--- src/rtl/stream_pkg.sv ---
package stream_pkg;

    // Width of one producer word.
    localparam int DATA_W = 16;

    // Width of the full source number carried with each output beat.
    // The top bit is the class and is set for the low class.
    // The lower bits are the index within the class.
    localparam int SRC_W = 3;

    // Tagged beat held in the merger buffer and sent on the output channel.
    typedef struct packed {
        logic [DATA_W-1:0] data;
        logic [SRC_W-1:0]  src;
    } beat_t;

endpackage

--- src/rtl/arb_pkg.sv ---
package arb_pkg;

    // Sources in each class.
    localparam int GROUP_SRCS = 4;

    // Index of a source within its class.
    localparam int PTR_W = $clog2(GROUP_SRCS);

    // High-class beats that may pass in a row while low waits.
    localparam int STARVE_LIMIT = 4;

    // Width of the high-run counter, wide enough to reach the limit.
    localparam int STARVE_W = $clog2(STARVE_LIMIT + 1);

    // Class select in the merger; the encoding matches the top bit of the tag.
    typedef enum logic {
        CLASS_HIGH = 1'b0,
        CLASS_LOW  = 1'b1
    } class_e;

endpackage

--- src/rtl/rr_join_arb.sv ---
`timescale 1ns/1ps

module rr_join_arb
    import stream_pkg::*, arb_pkg::*;
(
    input  logic                              clk_i,
    input  logic                              rstn_i,
    input  logic [GROUP_SRCS-1:0]             req_valid,
    input  logic [GROUP_SRCS-1:0][DATA_W-1:0] req_data,
    output logic [GROUP_SRCS-1:0]             req_ready,
    output logic                              grant_valid,
    output logic [DATA_W-1:0]                 grant_data,
    output logic [PTR_W-1:0]                  grant_idx,
    input  logic                              grant_ready
);

    logic [GROUP_SRCS-1:0]   req_rot;
    logic [GROUP_SRCS-1:0]   grant_rot;
    logic [GROUP_SRCS-1:0]   grant;
    logic [2*GROUP_SRCS-1:0] req_dbl;
    logic [2*GROUP_SRCS-1:0] grant_dbl;
    logic [PTR_W-1:0]        ptr;
    logic [PTR_W-1:0]        ptr_next;
    logic                    xfer;

    // Rotate so that the source at the pointer sits at bit 0.
    assign req_dbl = {req_valid, req_valid} >> ptr;
    assign req_rot = req_dbl[GROUP_SRCS-1:0];

    // Lowest set bit of the rotated vector wins.
    always_comb begin
        grant_rot = '0;
        for (int i = GROUP_SRCS - 1; i >= 0; i--) begin
            if (req_rot[i]) begin
                grant_rot    = '0;
                grant_rot[i] = 1'b1;
            end
        end
    end

    // Rotate the one-hot grant back to source numbering.
    assign grant_dbl = {grant_rot, grant_rot} << ptr;
    assign grant     = grant_dbl[2*GROUP_SRCS-1:GROUP_SRCS];

    always_comb begin
        grant_idx = '0;
        for (int i = 0; i < GROUP_SRCS; i++) begin
            if (grant[i]) begin
                grant_idx = PTR_W'(i);
            end
        end
    end

    assign grant_valid = |grant;
    assign grant_data  = req_data[grant_idx];
    assign req_ready   = grant & {GROUP_SRCS{grant_ready}};

    assign xfer = grant_valid & grant_ready;

    // Next search starts just past the winner, wrapping at the class size.
    always_comb begin
        if (grant_idx == PTR_W'(GROUP_SRCS - 1)) begin
            ptr_next = '0;
        end else begin
            ptr_next = grant_idx + 1'b1;
        end
    end

    always_ff @(posedge clk_i) begin
        if (!rstn_i) begin
            ptr <= '0;
        end else if (xfer) begin
            ptr <= ptr_next;
        end
    end

endmodule

--- src/rtl/class_merge.sv ---
`timescale 1ns/1ps

module class_merge
    import stream_pkg::*, arb_pkg::*;
(
    input  logic              clk_i,
    input  logic              rstn_i,

    input  logic              hi_valid,
    input  logic [DATA_W-1:0] hi_data,
    input  logic [PTR_W-1:0]  hi_idx,
    output logic              hi_ready,

    input  logic              lo_valid,
    input  logic [DATA_W-1:0] lo_data,
    input  logic [PTR_W-1:0]  lo_idx,
    output logic              lo_ready,

    output logic              out_valid,
    output beat_t             out_beat,
    input  logic              out_ready
);

    class_e              sel_class;
    logic [PTR_W-1:0]    sel_idx;
    logic [DATA_W-1:0]   sel_data;
    logic                starved;
    logic [STARVE_W-1:0] hi_run;

    beat_t               in_beat;
    beat_t               buf_mem [2];
    logic                wr_ptr;
    logic                rd_ptr;
    logic                full;
    logic                empty;
    logic                push;
    logic                pop;

    // Low has waited through the allowed run of high beats.
    assign starved = lo_valid && (hi_run == STARVE_W'(STARVE_LIMIT));

    always_comb begin
        if (hi_valid && !starved) begin
            sel_class = CLASS_HIGH;
        end else begin
            sel_class = CLASS_LOW;
        end
    end

    always_comb begin
        if (sel_class == CLASS_HIGH) begin
            sel_idx  = hi_idx;
            sel_data = hi_data;
        end else begin
            sel_idx  = lo_idx;
            sel_data = lo_data;
        end
    end

    // Readies look only at the registered full flag.
    assign hi_ready = !full && hi_valid && (sel_class == CLASS_HIGH);
    assign lo_ready = !full && lo_valid && (sel_class == CLASS_LOW);

    always_comb begin
        in_beat      = '0;
        in_beat.data = sel_data;
        in_beat.src  = {sel_class == CLASS_LOW, sel_idx};
    end

    // Count high accepts made while a low request is pending.
    always_ff @(posedge clk_i) begin
        if (!rstn_i) begin
            hi_run <= '0;
        end else if (!lo_valid || lo_ready) begin
            hi_run <= '0;
        end else if (hi_ready) begin
            hi_run <= hi_run + 1'b1;
        end
    end

    assign push = hi_ready | lo_ready;
    assign pop  = out_valid & out_ready;

    always_ff @(posedge clk_i) begin
        if (push) begin
            buf_mem[wr_ptr] <= in_beat;
        end
    end

    always_ff @(posedge clk_i) begin
        if (!rstn_i) begin
            wr_ptr <= 1'b0;
            rd_ptr <= 1'b0;
            full   <= 1'b0;
            empty  <= 1'b1;
        end else begin
            if (push) begin
                wr_ptr <= ~wr_ptr;
            end
            if (pop) begin
                rd_ptr <= ~rd_ptr;
            end
            // Push and pop together keep one entry, so the flags hold.
            case ({push, pop})
                2'b10: begin
                    empty <= 1'b0;
                    full  <= !empty;
                end
                2'b01: begin
                    full  <= 1'b0;
                    empty <= !full;
                end
                default: begin
                    full  <= full;
                    empty <= empty;
                end
            endcase
        end
    end

    assign out_valid = !empty;
    assign out_beat  = buf_mem[rd_ptr];

endmodule

--- src/rtl/prio_stream_join.sv ---
`timescale 1ns/1ps

module prio_stream_join
    import stream_pkg::*, arb_pkg::*;
(
    input  logic                                clk_i,
    input  logic                                rstn_i,
    input  logic [2*GROUP_SRCS-1:0]             src_valid,
    input  logic [2*GROUP_SRCS-1:0][DATA_W-1:0] src_data,
    output logic [2*GROUP_SRCS-1:0]             src_ready,
    output logic                                out_valid,
    output beat_t                               out_beat,
    input  logic                                out_ready
);

    logic              hi_valid;
    logic [DATA_W-1:0] hi_data;
    logic [PTR_W-1:0]  hi_idx;
    logic              hi_ready;

    logic              lo_valid;
    logic [DATA_W-1:0] lo_data;
    logic [PTR_W-1:0]  lo_idx;
    logic              lo_ready;

    // Lower half of the sources is the high class.
    rr_join_arb u_arb_hi (
        .clk_i       (clk_i),
        .rstn_i      (rstn_i),
        .req_valid   (src_valid[GROUP_SRCS-1:0]),
        .req_data    (src_data[GROUP_SRCS-1:0]),
        .req_ready   (src_ready[GROUP_SRCS-1:0]),
        .grant_valid (hi_valid),
        .grant_data  (hi_data),
        .grant_idx   (hi_idx),
        .grant_ready (hi_ready)
    );

    rr_join_arb u_arb_lo (
        .clk_i       (clk_i),
        .rstn_i      (rstn_i),
        .req_valid   (src_valid[2*GROUP_SRCS-1:GROUP_SRCS]),
        .req_data    (src_data[2*GROUP_SRCS-1:GROUP_SRCS]),
        .req_ready   (src_ready[2*GROUP_SRCS-1:GROUP_SRCS]),
        .grant_valid (lo_valid),
        .grant_data  (lo_data),
        .grant_idx   (lo_idx),
        .grant_ready (lo_ready)
    );

    class_merge u_merge (
        .clk_i     (clk_i),
        .rstn_i    (rstn_i),
        .hi_valid  (hi_valid),
        .hi_data   (hi_data),
        .hi_idx    (hi_idx),
        .hi_ready  (hi_ready),
        .lo_valid  (lo_valid),
        .lo_data   (lo_data),
        .lo_idx    (lo_idx),
        .lo_ready  (lo_ready),
        .out_valid (out_valid),
        .out_beat  (out_beat),
        .out_ready (out_ready)
    );

endmodule

--- config.mk ---
export PLATFORM = sky130hd
export DESIGN_NAME = prio_stream_join
export DESIGN_NICKNAME = d
export VERILOG_FILES = /design/src/rtl/stream_pkg.sv /design/src/rtl/arb_pkg.sv /design/src/rtl/rr_join_arb.sv /design/src/rtl/class_merge.sv /design/src/rtl/prio_stream_join.sv
export SDC_FILE = /design/constraint.sdc
export NUM_CORES = 1
export LEC_CHECK = 0
export ABC_AREA = 1
export BUFFER_PORTS_ARGS = -buffer_cell sky130_fd_sc_hd__buf_2
export CORE_ASPECT_RATIO = 0.9
export CORE_MARGIN = 2
export CORE_UTILIZATION = 25
export DETAILED_ROUTE_END_ITERATION = 10
export SLEW_MARGIN = 20
export SYNTH_ARGS = -nofsm -noshare
export SYNTH_HDL_FRONTEND = slang
export SYNTH_SLANG_ARGS = --single-unit
--- constraint.sdc ---
create_clock -name clk_i -period 4.3 [get_ports clk_i]
set_clock_uncertainty 0.15 [all_clocks]
set_input_delay 0.215 -clock clk_i [delete_from_list [all_inputs] [get_ports clk_i]]
set_output_delay 0.215 -clock clk_i [all_outputs]
set_load 0.05 [all_outputs]
-- Word-level counts from Yosys, hierarchy flattened
Memories as Yosys holds them, arrays and structs flattened. A register that Yosys moved wholly into a read port is not among the register bits.
Cells that the tools add are included.
- flip-flop bits (word level): 11
- bits in writable memories: 38
- bits of input ports: 139
- output and inout bits: 28
- logic and storage cells: 75
- memories: 1
- memories (memory ; words ; width ; read ports ; clocked after Yosys merged registers in ; write ports ; RTL line ; RTL):
    u_merge.buf_mem ; 2 ; 19 ; 1 ; 1 ; 1 ; class_merge.sv:31 ; beat_t buf_mem [2];
- add/sub/neg operators: 3
- order comparisons: 2
- eq/ne operators: 5
- shift-type cells: 4
- muxes and demuxes: 29
- bitwise gates (word level): 9
- reductions and logical operators: 15
- operators by type and width (operator ; number):
    $bmux 16 s2 ; 2
    $mux 16 ; 3
    $mux 4 ; 8
    $shl 8x2->8 ; 2
    $shr 8x2->4 ; 2
    $mux 2 ; 7
    $and 4x4->4 ; 2
    $reduce_or 4->1 ; 2
    $mux 1 ; 7
    $eq 2x2->1 const B ; 3
    $logic_and 1x1->1 ; 6
    $lt 2x3->1 const B ; 2
    $add 2x1->2 const B ; 2
    $logic_not 1->1 ; 4
    $pmux 1 s2 ; 2
    $add 3x1->3 const B ; 1
    $and 1x1->1 ; 3
    $eq 3x3->1 const B ; 1
    $not 1->1 ; 3
    $eq 2x1->1 const B ; 1
    $reduce_bool 2->1 ; 1
    $reduce_or 2->1 ; 1
    $logic_or 1x1->1 ; 1
    $or 1x1->1 ; 1

-- Logic depth before layout (Yosys ltp)
- depth after elaboration: 15
- depth in mapped cells: 19
- mapped depth without buffers: 19

-- Cells and area by module
A second synthesis with hierarchy kept.
- cell total of the unflattened synthesis: 609
- area total of the unflattened synthesis: 4384.2 um^2
- modules (own cells, without submodules) (module ; times used ; cells an instance ; area each (um^2) ; seq. area each (um^2)):
    rr_join_arb ; 2 ; 214 ; 1152.4 ; 40.0
    class_merge ; 1 ; 181 ; 2079.5 ; 1301.2

-- Least setup slack after synthesis
No wires, ideal clock.
- kind: register to register
- start point: reg u_arb_hi.ptr[0]
- end point: mem u_merge.buf_mem[1][0] (netlist name) (enable)
- library setup time: 0.403 ns
- arrival time: 2.464 ns
- data required time: 3.747 ns
- slack: 1.283 ns
- stages on the path, launching flop included: 14
- path buffers: 1
- clock period less this slack: 3.017 ns
- path through: dfxtp_1 buf_6 inv_6 nand2_1 nand3_1 nand2_1 nand4_1 nand2_1 nand3_2 nand2_2 nor2_8 nand2_4 nand3_4 a21oi_1
- word-level cells in the longest chain between the ends: 13
- elaborated cells on any way between the ends: 15
- classes of those cells: 2 x shift; 7 x mux; 1 x bitwise; 5 x reduce/logical
- RTL lines (element ; RTL line ; RTL):
    start, declared ; rr_join_arb.sv:22 ; logic [PTR_W-1:0] ptr;
    start signal, assigned ; rr_join_arb.sv:73 ; ptr <= ptr_next;
    $shr 8x2->4 ; rr_join_arb.sv:27 ; assign req_dbl = {req_valid, req_valid} >> ptr;
    $mux 4 (4 in series) ; rr_join_arb.sv:34 ; if (req_rot[i]) begin
    $shl 8x2->8 * ; rr_join_arb.sv:42 ; assign grant_dbl = {grant_rot, grant_rot} << ptr;
    $reduce_or 4->1 * ; rr_join_arb.sv:54 ; assign grant_valid = |grant;
    $logic_and 1x1->1 ; class_merge.sv:43 ; if (hi_valid && !starved) begin
    $mux 1 ; class_merge.sv:43 ;
    $logic_and 1x1->1 ; class_merge.sv:62 ; assign lo_ready = !full && lo_valid && (sel_class == CLASS_LOW);
    $or 1x1->1 * ; class_merge.sv:81 ; assign push = hi_ready | lo_ready;
    $mux 1 * ; class_merge.sv:85 ; if (push) begin
    $mux 1 (implied by the code) * ; class_merge.sv:86 ; buf_mem[wr_ptr] <= in_beat;
    end, declared ; class_merge.sv:31 ;
Mark *: on every way between the ends. The rest lies on a longest branch, timed or not.

-- Worst setup path in the final report
- start point: reg u_arb_lo.ptr[0]
- end point: out src_ready[0]
- word-level cells in the longest chain between the ends: 12
- RTL lines (element ; RTL line ; RTL):
    start, declared ; rr_join_arb.sv:22 ;
    start signal, assigned ; rr_join_arb.sv:73 ;
    $shr 8x2->4 ; rr_join_arb.sv:27 ;
    $mux 4 (4 in series) ; rr_join_arb.sv:34 ;
    $shl 8x2->8 * ; rr_join_arb.sv:42 ;
    $reduce_or 4->1 * ; rr_join_arb.sv:54 ;
    $logic_and 1x1->1 * ; class_merge.sv:40 ; assign starved = lo_valid && (hi_run == STARVE_W'(STARVE_LIMIT));
    $logic_not 1->1 * ; class_merge.sv:43 ;
    $logic_and 1x1->1 * ; class_merge.sv:43 ;
    $logic_and 1x1->1 * ; class_merge.sv:61 ; assign hi_ready = !full && hi_valid && (sel_class == CLASS_HIGH);
    $and 4x4->4 * ; rr_join_arb.sv:56 ; assign req_ready = grant & {GROUP_SRCS{grant_ready}};
    end, declared ; prio_stream_join.sv:10 ; output logic [2*GROUP_SRCS-1:0] src_ready,
Marked as above.

==> impl_metrics.ini <==
[drt]
drtPass1Iterations = 5
antenna_left = 0
viasPerCell = 4.634
wire_per_inst_um = 14.64
drt_iter0_drc = 210
drc = 0
dr_total_vias = 3962
wl_mm = 12.51

[grt]
grt_util_met1 = 0.2103
met3_usage = 0.02381
grt_use_total = 0.1520
antenna_found_initial = 0
grt_max_degree = 36
grt-busiest-layer = met2
use_met2 = 0.2459
grt_pass1_wl_mm = 19.26
first_global_vias = 3708
grt_overflow_total = 0

[yosys]
synth_cell_types = 35
ys_top_cells_by_area = edfxtp_1, nor2_1, nand2_1
yosysTopAreaCellShare = 0.2979
yosys-top-cells-count = nor2_1, nand2_1, nand3_1
syn_nets = 648
syn_avg_cell_area_um2 = 7.569
synth.largest_area_cell = edfxtp_1
synth_edf_count = 38
synth_cells = 506
synth.yosys.seq_area_share = 0.3607
synth.most_common_cell = nor2_1
async_flop_share = 0
synth_ff_type = edfxtp_1
yosys_warnings = 0
syn_area_um2 = 3830
ys_ff_latch = 50

[clock_tree]
cts_resized = 0
cts_buffer_depth = 2
cts_root_buf = clkbuf_16
path_clk_slew_ns = 0.07
cts_tree = yes
cts_buffers = 5
worstSkewPairLatency_ns = 0.29
cts_setup_buffers = 0
htree_levels = 2
clock-sinks = 50
hold_buffers = 0

[floorplanning]
num_io_pins = 167
die_y_um = 121.4
initial_core_util = 0.2584
core_um2 = 14820
fp-row-count = 42
die_width_um = 134.5
dieArea_um2 = 16330

[cells_and_area]
syn_to_final_growth_pct = 28.42
nNetsFinal = 798
drive_above_1_share = 0.3805
antenna_cells = 0

[placed_design]
hpwl_mm = 9.493
gp_congestion = 0.8567
port_buffers = 166

[setup_path]
critPathLaunchType = flip-flop
critPathArrivalTime_ns = 3.10
endpoint_kind = output pin
critical_path_class = reg2out
critical_path_required_ns = 3.93
cp_max_fo = 35

[run]
max-cap-violations = 0

[timing]
rsz0062_at_grt = no
fin_setup_tns_ns = 0
tightest_slew_ns = 0.9318
finalCriticalPeriod_ns = 3.468
slew_viol_final = 0
clock.fmax_mhz = 288.3
slew-limit-headroom = 0.3780
setup_viol = 0
layout_worst_path_cycle_share = 0.8066
hold_violations = 0

[min_path]
min_path_type = in2reg

[run_status]
status = finished clean
-- layer usage --
metal  vias to the layer above  routed length, um  share of wire
met5                         -                  0              0
met4                         0                163          0.013
met3                         9                754          0.060
met2                       133               5694           0.46
met1                      1796               5903           0.47
li1                       2024                  -              -
-- flip-flops by register name, indices dropped and copies added, names as in the netlist, named ones only --
| register | count |
|---|---|
| u_merge.buf_mem | 38 |
| u_merge.full | 1 |
| u_merge.hi_run | 3 |
| u_merge.wr_ptr | 1 |
| u_merge.empty | 1 |
| u_merge.rd_ptr | 1 |
| u_arb_hi.ptr | 2 |
| u_arb_lo.ptr | 2 |
-- placed cells by master (no fill, tap or decap), types with 2 or more instances in the layout --
| cell | count |
|---|---|
| a31oi_1 | 16 |
| a21oi_2 | 2 |
| inv_6 | 3 |
| o22ai_1 | 16 |
| nand2_1 | 92 |
| nand4_1 | 5 |
| dfxtp_1 | 12 |
| nand2_4 | 7 |
| mux2_2 | 19 |
| nand3_2 | 13 |
| buf_2 | 166 |
| xor2_1 | 2 |
| nand2_2 | 13 |
| inv_1 | 28 |
| nor2_2 | 3 |
| clkbuf_16 | 5 |
| o21ai_0 | 12 |
| nor2_8 | 2 |
| nand3_1 | 52 |
| o21ai_1 | 12 |
| nor2_1 | 93 |
| buf_4 | 2 |
| edfxtp_1 | 38 |
| ha_1 | 3 |
| inv_4 | 2 |
| a21oi_1 | 24 |
| inv_2 | 7 |
-- final cells by class --
type	instances	area [um2]
Fill cell	1626	9901
Multi-Input combinational cell	391	2125
Sequential cell	50	1381
Timing Repair Buffer	168	845.8
Tap cell	198	247.7
Inverter	40	165.2
Clock buffer	5	125.1
Clock inverter	3	28.78
-- through the flow --
step                        util  cells  area, um2  hold slack (ns)  setup WS, ns
final                     0.3319    855       4918          0.02327        0.8317
after global placement    0.3215    847       4765           0.3298         1.056
after global routing      0.3319    855       4918          0.04096        0.5529
after detailed placement  0.3215    847       4765           0.3268        0.9714
after CTS                 0.3319    855       4918          0.02084        0.8431
after floorplan                -    506       3830           0.1857         1.283
-- critical path: stages, from the launching register on --
cell	delay, ns
dfxtp_1	0.60
inv_2	0.15
nand2_1	0.13
nand3_1	0.07
nand2_1	0.11
inv_1	0.05
nand3_2	0.05
nand2_1	0.08
nand3_2	0.12
nand2_4	0.07
nor2_8	0.38
nand2_2	0.13
nand2_4	0.15
nand3_4	0.15
a21oi_1	0.24
buf_2	0.31
-- cells by family after synthesis --
kind of cell,count (synthesis),synth area share
flops,50,0.3607
buf+inv,65,0.08624
compound gates,83,0.1209
simple gates,284,0.3620
mux,19,0.05587
fa+ha+maj,3,0.009802
xor+xnor,2,0.004575
-- path summary, 6_finish.rpt --
kind / from / endpoint / slack, ns / cells past startpoint
setup / recovery: u_arb_lo.ptr[0] / src_ready[0] / 0.83 / 15
hold / removal: rstn_i / u_merge.wr_ptr / 0.02 / 3
setup reg to reg: u_arb_lo.ptr[0] / u_merge.full / 0.94 / 19
hold reg to reg: u_merge.hi_run[1] / u_merge.hi_run[1] / 0.34 / 2
Power is left out: the tool's default activity adds up to more than one toggle a clock period on the data nets, which glitch-free logic cannot reach.
